`src/forth_pkg.sv`:
```
// command word and stack primitive encodings
// default data width and stack depth
package forth_pkg;

    localparam int DSZ_DEF   = 32;   // data word width
    localparam int DEPTH_DEF = 16;   // entries per stack, top included

    // forth words given with a command strobe
    typedef enum logic [2:0] {
        CMD_LIT    = 3'd0,           // push operand
        CMD_DUP    = 3'd1,           // ( a -- a a )
        CMD_DROP   = 3'd2,           // ( a -- )
        CMD_SWAP   = 3'd3,           // ( n t -- t n )
        CMD_OVER   = 3'd4,           // ( n t -- n t n )
        CMD_TO_R   = 3'd5,           // data top onto return stack
        CMD_R_FROM = 3'd6            // return top back onto data stack
    } forth_cmd_e;

    // primitive ops seen by one stack unit
    typedef enum logic [1:0] {
        SS_NONE = 2'd0,              // idle
        SS_PUSH = 2'd1,              // spill old top, take vi
        SS_POP  = 2'd2,              // refill top from ram
        SS_LOAD = 2'd3               // overwrite top with vi
    } stack_op_e;

endpackage

```
`src/stack_mem_if.sv`:
```
// requester side of the shared stack ram
// one instance per stack unit, arbitrated onto the single port
`timescale 1ns/1ps

interface stack_mem_if #(
    parameter int DSZ   = 32,
    parameter int DEPTH = 16
) ();
    localparam int AW = $clog2(DEPTH);

    logic           req;             // access wanted, held until gnt
    logic           we;              // write when high, read otherwise
    logic [AW-1:0]  addr;            // slot within own half
    logic [DSZ-1:0] wdata;           // spilled top
    logic           gnt;             // access taken at this edge
    logic [DSZ-1:0] rdata;           // valid the cycle after gnt

    modport requester (
        output req, we, addr, wdata,
        input  gnt, rdata
    );

    modport arbiter (
        input  req, we, addr, wdata,
        output gnt, rdata
    );

endinterface

```
`src/stack_ram.sv`:
```
// single-port ram with registered read
// lower half holds data stack spills, upper half return stack spills
`timescale 1ns/1ps

module stack_ram #(
    parameter int   DSZ   = 32,
    parameter int   DEPTH = 16,
    localparam int  AW    = $clog2(DEPTH)
) (
    input  logic           clk,
    input  logic [AW:0]    addr,     // {requester, slot}
    input  logic           we,
    input  logic [DSZ-1:0] wdata,
    output logic [DSZ-1:0] rdata
);

    logic [DSZ-1:0] mem [2*DEPTH];   // both halves

    always_ff @(posedge clk) begin
        if (we) begin
            mem[addr] <= wdata;      // spill
        end
        rdata <= mem[addr];          // read data one cycle later
    end

endmodule

```
`src/stack_arbiter.sv`:
```
// round-robin arbiter for the two stack units
// extends slot addresses with the requester index, steers read data back
`timescale 1ns/1ps

module stack_arbiter #(
    parameter int   DSZ   = 32,
    parameter int   DEPTH = 16,
    localparam int  AW    = $clog2(DEPTH)
) (
    input  logic           clk,
    input  logic           rst,
    stack_mem_if.arbiter   ds,       // requester 0
    stack_mem_if.arbiter   rs,       // requester 1
    output logic [AW:0]    ram_addr,
    output logic           ram_we,
    output logic [DSZ-1:0] ram_wdata,
    input  logic [DSZ-1:0] ram_rdata
);

    logic last_rs;                   // return stack won the last grant
    logic ds_rd_q;                   // ds read issued last cycle
    logic rs_rd_q;                   // rs read issued last cycle

    // on contention the one not granted last wins
    assign ds.gnt = ds.req & (~rs.req | last_rs);
    assign rs.gnt = rs.req & (~ds.req | ~last_rs);

    always_comb begin
        if (rs.gnt) begin
            ram_addr  = {1'b1, rs.addr};     // upper half
            ram_wdata = rs.wdata;
        end else begin
            ram_addr  = {1'b0, ds.addr};     // lower half
            ram_wdata = ds.wdata;
        end
        ram_we = (ds.gnt & ds.we) | (rs.gnt & rs.we);
    end

    always_ff @(posedge clk) begin
        if (rst) begin
            last_rs <= 1'b0;
            ds_rd_q <= 1'b0;
            rs_rd_q <= 1'b0;
        end else begin
            if (ds.gnt) begin
                last_rs <= 1'b0;
            end else if (rs.gnt) begin
                last_rs <= 1'b1;
            end
            ds_rd_q <= ds.gnt & ~ds.we;      // remember who reads
            rs_rd_q <= rs.gnt & ~rs.we;
        end
    end

    // registered ram output goes only to the reader of last cycle
    assign ds.rdata = ds_rd_q ? ram_rdata : '0;
    assign rs.rdata = rs_rd_q ? ram_rdata : '0;

endmodule

```
`src/stack_unit.sv`:
```
// one stack with cached top and depth counter
// spills the old top on push, refills it from ram on pop
`timescale 1ns/1ps

module stack_unit import forth_pkg::*; #(
    parameter int   DSZ   = DSZ_DEF,
    parameter int   DEPTH = DEPTH_DEF,
    localparam int  AW    = $clog2(DEPTH),
    localparam int  DW    = $clog2(DEPTH + 1)
) (
    input  logic             clk,
    input  logic             rst,
    input  stack_op_e        op,      // one-cycle primitive
    input  logic [DSZ-1:0]   vi,      // push or load value
    output logic [DSZ-1:0]   tos,     // cached top
    output logic [DW-1:0]    depth,   // items incl. top
    output logic             done,    // op finished
    stack_mem_if.requester   mem
);

    typedef enum logic [1:0] {
        U_IDLE,                       // ready for an op
        U_GNT,                        // req up, waiting for arbiter
        U_RD                          // refill data on rdata
    } unit_state_e;

    unit_state_e    state;
    logic [DSZ-1:0] tos_q;            // top register
    logic           done_q;           // registered completion
    logic [DW-1:0]  dm1;              // depth - 1, slot of old top on push
    logic [DW-1:0]  dm2;              // depth - 2, slot of next on pop

    assign dm1 = depth - 1'b1;
    assign dm2 = depth - 2'd2;

    // refill shows up on tos while done pulses
    assign tos  = (state == U_RD) ? mem.rdata : tos_q;
    assign done = done_q | (state == U_RD);

    always_ff @(posedge clk) begin
        if (rst) begin
            state   <= U_IDLE;
            done_q  <= 1'b0;
            depth   <= '0;
            mem.req <= 1'b0;
        end else begin
            done_q <= 1'b0;
            case (state)
                U_IDLE: begin
                    case (op)
                        SS_PUSH: begin
                            tos_q <= vi;                    // new top right away
                            depth <= depth + 1'b1;
                            if (depth == '0) begin
                                done_q <= 1'b1;             // nothing to spill
                            end else begin
                                mem.req   <= 1'b1;
                                mem.we    <= 1'b1;
                                mem.addr  <= dm1[AW-1:0];
                                mem.wdata <= tos_q;         // old top out
                                state     <= U_GNT;
                            end
                        end
                        SS_POP: begin
                            if (depth > DW'(1)) begin
                                depth    <= dm1;
                                mem.req  <= 1'b1;
                                mem.we   <= 1'b0;
                                mem.addr <= dm2[AW-1:0];    // next item below top
                                state    <= U_GNT;
                            end else begin
                                depth  <= '0;               // last item gone
                                done_q <= 1'b1;
                            end
                        end
                        SS_LOAD: begin
                            tos_q  <= vi;
                            done_q <= 1'b1;
                        end
                        default: begin
                        end
                    endcase
                end
                U_GNT: begin
                    if (mem.gnt) begin
                        mem.req <= 1'b0;
                        if (mem.we) begin
                            done_q <= 1'b1;                 // spill written
                            state  <= U_IDLE;
                        end else begin
                            state <= U_RD;
                        end
                    end
                end
                U_RD: begin
                    tos_q <= mem.rdata;                     // keep the refill
                    state <= U_IDLE;
                end
                default: state <= U_IDLE;
            endcase
        end
    end

endmodule

```
`src/stack_sequencer.sv`:
```
// breaks forth stack words into unit primitives
// depth checks, busy level and fault pulse
`timescale 1ns/1ps

module stack_sequencer import forth_pkg::*; #(
    parameter int   DSZ   = DSZ_DEF,
    parameter int   DEPTH = DEPTH_DEF,
    localparam int  DW    = $clog2(DEPTH + 1)
) (
    input  logic           clk,
    input  logic           rst,
    input  logic           cmd_valid,
    input  forth_cmd_e     cmd,
    input  logic [DSZ-1:0] operand,
    input  logic [DSZ-1:0] ds_tos,
    input  logic [DW-1:0]  ds_depth,
    input  logic           ds_done,
    input  logic [DSZ-1:0] rs_tos,
    input  logic [DW-1:0]  rs_depth,
    input  logic           rs_done,
    output stack_op_e      ds_op,
    output logic [DSZ-1:0] ds_vi,
    output stack_op_e      rs_op,
    output logic [DSZ-1:0] rs_vi,
    output logic           busy,
    output logic           fault
);

    localparam logic [DW-1:0] FULL = DW'(DEPTH);

    typedef enum logic [1:0] {S_IDLE, S_ISSUE, S_WAIT} seq_state_e;

    seq_state_e     state;
    forth_cmd_e     word_q;           // word in progress
    logic [1:0]     step;             // primitive index within word
    logic [DSZ-1:0] t_q;              // saved top, or operand for LIT
    logic [DSZ-1:0] n_q;              // top after the first pop
    logic           accept;
    logic           refuse;
    logic           cur_rs;           // step targets the return stack
    logic           cur_last;
    stack_op_e      cur_op;
    logic [DSZ-1:0] cur_vi;
    logic           cur_done;

    assign accept = cmd_valid & (state == S_IDLE);   // strobes while busy dropped
    assign busy   = (state != S_IDLE);

    always_comb begin
        case (cmd)
            CMD_LIT:    refuse = (ds_depth == FULL);
            CMD_DUP:    refuse = (ds_depth == '0) || (ds_depth == FULL);
            CMD_DROP:   refuse = (ds_depth == '0);
            CMD_SWAP:   refuse = (ds_depth < DW'(2));
            CMD_OVER:   refuse = (ds_depth < DW'(2)) || (ds_depth == FULL);
            CMD_TO_R:   refuse = (ds_depth == '0) || (rs_depth == FULL);
            CMD_R_FROM: refuse = (rs_depth == '0) || (ds_depth == FULL);
            default:    refuse = 1'b1;                 // unknown word
        endcase
    end

    always_comb begin
        cur_rs   = 1'b0;
        cur_op   = SS_NONE;
        cur_vi   = t_q;
        cur_last = 1'b1;
        case (word_q)
            CMD_LIT, CMD_DUP: cur_op = SS_PUSH;
            CMD_DROP:         cur_op = SS_POP;
            CMD_SWAP: begin
                cur_last = (step == 2'd2);
                case (step)
                    2'd0:    cur_op = SS_POP;
                    2'd1:    cur_op = SS_LOAD;          // t onto new top
                    default: begin
                        cur_op = SS_PUSH;
                        cur_vi = n_q;
                    end
                endcase
            end
            CMD_OVER: begin
                cur_last = (step == 2'd2);
                case (step)
                    2'd0:    cur_op = SS_POP;
                    2'd1:    cur_op = SS_PUSH;          // t back
                    default: begin
                        cur_op = SS_PUSH;
                        cur_vi = n_q;
                    end
                endcase
            end
            CMD_TO_R: begin
                cur_last = (step == 2'd1);
                cur_rs   = (step == 2'd0);              // rs push, then ds pop
                cur_op   = (step == 2'd0) ? SS_PUSH : SS_POP;
            end
            CMD_R_FROM: begin
                cur_last = (step == 2'd1);
                cur_rs   = (step == 2'd1);              // ds push, then rs pop
                cur_op   = (step == 2'd0) ? SS_PUSH : SS_POP;
            end
            default: begin
            end
        endcase
    end

    assign cur_done = cur_rs ? rs_done : ds_done;
    assign ds_op    = (state == S_ISSUE && !cur_rs) ? cur_op : SS_NONE;
    assign rs_op    = (state == S_ISSUE &&  cur_rs) ? cur_op : SS_NONE;
    assign ds_vi    = cur_vi;
    assign rs_vi    = cur_vi;

    always_ff @(posedge clk) begin
        if (rst) begin
            state <= S_IDLE;
            step  <= 2'd0;
            fault <= 1'b0;
        end else begin
            fault <= accept & refuse;                  // one-cycle pulse
            case (state)
                S_IDLE: begin
                    if (accept && !refuse) begin
                        word_q <= cmd;
                        step   <= 2'd0;
                        state  <= S_ISSUE;
                        if (cmd == CMD_LIT) begin
                            t_q <= operand;
                        end else if (cmd == CMD_R_FROM) begin
                            t_q <= rs_tos;
                        end else begin
                            t_q <= ds_tos;
                        end
                    end
                end
                S_ISSUE: state <= S_WAIT;
                S_WAIT: begin
                    if (cur_done) begin
                        if (step == 2'd0) begin
                            n_q <= ds_tos;                 // next item, SWAP and OVER
                        end
                        if (cur_last) begin
                            state <= S_IDLE;
                        end else begin
                            step  <= step + 1'b1;
                            state <= S_ISSUE;
                        end
                    end
                end
                default: state <= S_IDLE;
            endcase
        end
    end

endmodule

```
`src/forth_stack_top.sv`:
```
// operand stack subsystem top
// sequencer, data and return stack units, arbiter and shared ram
`timescale 1ns/1ps

module forth_stack_top import forth_pkg::*; #(
    parameter int   DSZ   = DSZ_DEF,
    parameter int   DEPTH = DEPTH_DEF,
    localparam int  AW    = $clog2(DEPTH),
    localparam int  DW    = $clog2(DEPTH + 1)
) (
    input  logic           clk,
    input  logic           rst,
    input  logic           cmd_valid,
    input  forth_cmd_e     cmd,
    input  logic [DSZ-1:0] operand,
    output logic [DSZ-1:0] ds_tos,
    output logic [DW-1:0]  ds_depth,
    output logic [DSZ-1:0] rs_tos,
    output logic [DW-1:0]  rs_depth,
    output logic           busy,
    output logic           fault
);

    stack_op_e      ds_op, rs_op;
    logic [DSZ-1:0] ds_vi, rs_vi;
    logic           ds_done, rs_done;
    logic [AW:0]    ram_addr;
    logic           ram_we;
    logic [DSZ-1:0] ram_wdata, ram_rdata;

    stack_mem_if #(.DSZ(DSZ), .DEPTH(DEPTH)) ds_mem ();   // data stack port
    stack_mem_if #(.DSZ(DSZ), .DEPTH(DEPTH)) rs_mem ();   // return stack port

    stack_sequencer #(.DSZ(DSZ), .DEPTH(DEPTH)) u_seq (
        .clk, .rst, .cmd_valid, .cmd, .operand,
        .ds_tos, .ds_depth, .ds_done, .rs_tos, .rs_depth, .rs_done,
        .ds_op, .ds_vi, .rs_op, .rs_vi, .busy, .fault
    );

    stack_unit #(.DSZ(DSZ), .DEPTH(DEPTH)) u_ds (
        .clk, .rst, .op(ds_op), .vi(ds_vi), .tos(ds_tos),
        .depth(ds_depth), .done(ds_done), .mem(ds_mem.requester)
    );

    stack_unit #(.DSZ(DSZ), .DEPTH(DEPTH)) u_rs (
        .clk, .rst, .op(rs_op), .vi(rs_vi), .tos(rs_tos),
        .depth(rs_depth), .done(rs_done), .mem(rs_mem.requester)
    );

    stack_arbiter #(.DSZ(DSZ), .DEPTH(DEPTH)) u_arb (
        .clk, .rst, .ds(ds_mem.arbiter), .rs(rs_mem.arbiter),
        .ram_addr, .ram_we, .ram_wdata, .ram_rdata
    );

    stack_ram #(.DSZ(DSZ), .DEPTH(DEPTH)) u_ram (
        .clk, .addr(ram_addr), .we(ram_we), .wdata(ram_wdata), .rdata(ram_rdata)
    );

endmodule

```
`config.mk`:
```
export PLATFORM = sky130hd
export DESIGN_NAME = forth_stack_top
export DESIGN_NICKNAME = d
export VERILOG_FILES = /design/src/forth_pkg.sv /design/src/stack_mem_if.sv /design/src/stack_ram.sv /design/src/stack_arbiter.sv /design/src/stack_unit.sv /design/src/stack_sequencer.sv /design/src/forth_stack_top.sv
export SDC_FILE = /design/constraint.sdc
export NUM_CORES = 1
export LEC_CHECK = 0
export BUFFER_PORTS_ARGS = -buffer_cell sky130_fd_sc_hd__buf_2
export CAP_MARGIN = 20
export CORE_AREA = 5 5 296 298
export DETAILED_ROUTE_END_ITERATION = 8
export DIE_AREA = 0 0 301 303
export GPL_TIMING_DRIVEN = 0
export HOLD_SLACK_MARGIN = 0.03
export PLACE_DENSITY = 0.75
export SETUP_SLACK_MARGIN = 0.4
export SYNTH_ARGS = -nofsm -noshare
export SYNTH_HDL_FRONTEND = slang
export SYNTH_SLANG_ARGS = --single-unit
```
`constraint.sdc`:
```
create_clock -name clk -period 14.2 [get_ports clk]
set_input_delay 0.71 -clock clk [delete_from_list [all_inputs] [get_ports clk]]
set_output_delay 0.71 -clock clk [all_outputs]
set_load 0.01 [all_outputs]
```
==> flow_metrics.py <==
metrics = {
    "outcome": {
        "status": "complete, no violations",
    },
    "route": {
        "via_per_inst": 6.857,
        "routed_wl_um": 151400,
        "vias": 29580,
        "postRouteAntennaNets": 0,
        "wl_per_cell_um": 35.10,
        "remaining_drc_errors": 0,
        "drt_iter0_markers": 4877,
        "firstDrtPassIters": 6,
    },
    "global_route": {
        "grt_start_max_net_pins": 33,
        "grt_pass1_vias": 28770,
        "grt_pass1_wl_um": 209900,
        "grt-ovfl-total": 0,
        "track_usage": 0.3290,
        "antenna_found_initial": 5,
    },
    "floorplan": {
        "io_pins": 114,
        "rows": 107,
        "dieArea_um2": 91200,
        "dieWidth_um": 301,
        "core-area_um2": 84610,
        "initial_utilization": 0.5941,
        "die_y_um": 303,
    },
    "final_layout": {
        "final_cells": 4314,
        "layout-drive-gt1-share": 0.2333,
        "fin_nets": 3127,
        "synthToLayoutAreaGrowth_pct": 15.91,
    },
    "worst_setup_path": {
        "path_max_fanout": 10,
        "cp.required_ns": 13.49,
        "reg2reg_slack_ns": 10.17,
        "arrival_ns": 3.35,
        "worstRegToRegCells": 8,
        "worst-setup-path-type": "reg2out",
        "worstSetupStartpointType": "register",
        "end_kind": "output pin",
    },
    "yosys": {
        "synth_async_sr_flop_share": 0,
        "ys.warnings.count": 0,
        "syn-num-nets": 2796,
        "synthFlopType": "edfxtp_1",
        "synth_edf_count": 1229,
        "postSynthAreaPerCell_um2": 18.39,
        "synth_cell_types": 58,
        "ys_seq_area_frac": 0.7572,
        "netlist_instances": 2734,
        "synth_area_um2": 50270,
        "synth_seq_cells": 1287,
    },
    "timing": {
        "grt_setup_unrepaired": "no",
        "slew-limit-headroom": 0.1420,
        "maxSlewViolCount": 0,
        "fin_tns_setup_ns": 0,
        "finalSetupViolations": 0,
        "max_freq_ghz": 0.2462,
        "finalCritPeriodShare": 0.2860,
        "hold_viol_final": 0,
        "worst_pin_slew_ns": 1.287,
        "min_period_ns": 4.062,
        "skew_ns": 0.02710,
    },
    "cts": {
        "clock_path_buffers": 3,
        "postCtsSetupBuffers": 0,
        "cts_tree": "built",
        "cts_sinks": 1287,
        "cts_max_level": 3,
        "clk_pin_slew_ns": 0.06,
        "cts-root-buf": "clkbuf_16",
        "clock_latency_ns": 0.69,
        "cts-buffers-inserted": 120,
        "hold_buffers": 0,
        "cts_resized": 0,
    },
    "power_and_ir_drop": {
        "p_leak_nw": 19.26,
        "ir_drop_mv": 0.1364,
        "p_per_area_nw_per_um2": 129.6,
    },
    "place": {
        "place_hpwl_um": 97200,
        "dp_cells": 4065,
        "gp_congestion": 0.8989,
        "io_buffers": 113,
    },
    "run": {
        "max-cap-violations": 0,
    },
    "min_path": {
        "hp-class": "in2reg",
        "holdPathStages": 1,
    },
}
[layer usage]
layer | up-vias | share of wire | GRT usage | wire length [µm]
li1 | 11670 | - | - | -
met1 | 14930 | 0.34 | 0.4344 | 51530
met2 | 2544 | 0.47 | 0.5263 | 71430
met3 | 434 | 0.14 | 0.1024 | 21540
met4 | 4 | 0.046 | 0.1220 | 6905
met5 | - | 0.00016 | 0 | 24
[power by group]
part	switching, mW	internal, mW
Combinational	0.112	0.0679
Sequential	0.0100	4.12
Clock	1.39	1.85
[area by class of cell]
class | instances | area, µm²
Antenna cell | 2 | 5.005
Buffer | 161 | 651.9
Clock buffer | 147 | 3198
Clock inverter | 78 | 743.2
Fill cell | 5203 | 26340
Inverter | 18 | 67.56
Multi-Input combinational cell | 1268 | 11750
Sequential cell | 1287 | 38070
Tap cell | 1144 | 1431
Timing Repair Buffer | 209 | 2351
[path summary, 6_finish.rpt]
check                               startpoint                  to
worst max-delay path             u_ds.state[1]          ds_tos[12]
worst min-delay path                    cmd[1]     u_seq.word_q[1]
worst max register to register    u_rs.mem.req     u_ram.rdata[11]
worst min register to register  u_rs.tos_q[11]  u_rs.mem.wdata[11]
[synth_stat cells, drive strengths merged, types with 18 or more instances]
cell type,instances,area (µm²)
a21oi,81,405.4
a22oi,123,923.4
a31oi,28,175.2
buf,67,299.0
clkbuf,94,352.8
dfxtp,58,1161
edfxtp,1229,36910
ha,24,300.3
inv,18,67.56
mux2,29,326.6
mux2i,63,630.6
mux4,243,5473
nand2,304,1141
nand2b,18,112.6
nand3,33,165.2
nand4,32,200.2
nor2,95,356.6
o21ai,67,335.3
[per-stage QoR]
stage | utilization | cell area (µm²) | setup slack, ns | hold slack, ns | power (mW)
global route | 0.6886 | 58260 | 9.981 | 0.2112 | 7.731
finish | 0.6886 | 58270 | 10.14 | 0.2274 | 7.549
floorplan | - | 50270 | 8.968 | 0.4262 | 4.312
global placement | 0.6177 | 52270 | 5.740 | 0.4295 | 4.374
CTS | 0.6828 | 57770 | 10.16 | 0.1922 | 7.550
detailed placement | 0.6362 | 53830 | 10.13 | 0.4319 | 4.385
[cell usage in the layout, fill, tap and decap left out, types with 5 or more instances in the layout]
master	netlist	layout
buf_8	0	15
buf_6	0	11
nor2_4	0	32
edfxtp_1	1229	1229
inv_1	18	18
o22ai_1	6	6
clkinvlp_4	0	6
nor3_1	17	14
or3_1	7	7
clkinv_2	0	27
dfxtp_1	58	58
nand4_1	32	32
o21ai_0	67	67
nand3_1	33	33
buf_1	29	29
clkinv_1	0	28
buf_16	0	23
buf_4	0	11
mux2i_1	63	63
and2_1	5	5
a211oi_1	7	7
a221oi_1	9	9
nor2_1	95	63
a21oi_1	81	81
bufinv_16	0	14
clkbuf_1	94	115
nand2_1	304	304
clkbuf_16	0	123
a22oi_1	123	123
buf_12	0	36
mux2_2	29	29
nand2b_1	18	18
nor3b_1	7	7
mux4_2	243	243
ha_1	24	24
buf_2	38	151
nor2b_1	14	14
a31oi_1	28	28
xor2_1	5	5
[cell families (layout without fill, tap and decap cells)]
kind of cell / Yosys count / count (layout) / synth area share
AOI/OAI and AO/OA: 345 / 345 / 0.04416
xor gates and xnor gates: 9 / 9 / 0.001568
adders and majority gates: 24 / 24 / 0.005974
buffers and inverters: 179 / 613 / 0.01431
DFF: 1287 / 1287 / 0.7572
muxes: 335 / 335 / 0.1279
other: 0 / 2 / 0
and+or+nand+nor: 555 / 555 / 0.04883
[critical path: stages (launching register included)]
cell and delay, ns:
dfxtp_1 0.30, clkbuf_1 0.29, nor2b_1 0.60, and2_1 0.21, clkbuf_1 0.17, buf_1 0.54, nand2_1 0.21, nand2_1 0.18
buf_2 0.16
[state kept, by name, summed over array words and instances, names as in the netlist, 3 cells and up]
register,cells
u_rs.mem.addr,4
u_rs.depth,5
u_rs.tos_q,32
u_ram.mem,1024
u_ram.rdata,32
u_seq.t_q,32
u_ds.mem.addr,4
u_ds.tos_q,32
u_rs.mem.wdata,32
u_seq.word_q,3
u_ds.depth,5
u_seq.n_q,32
u_ds.mem.wdata,32
Note: power is estimated with default switching activity, not from simulation.
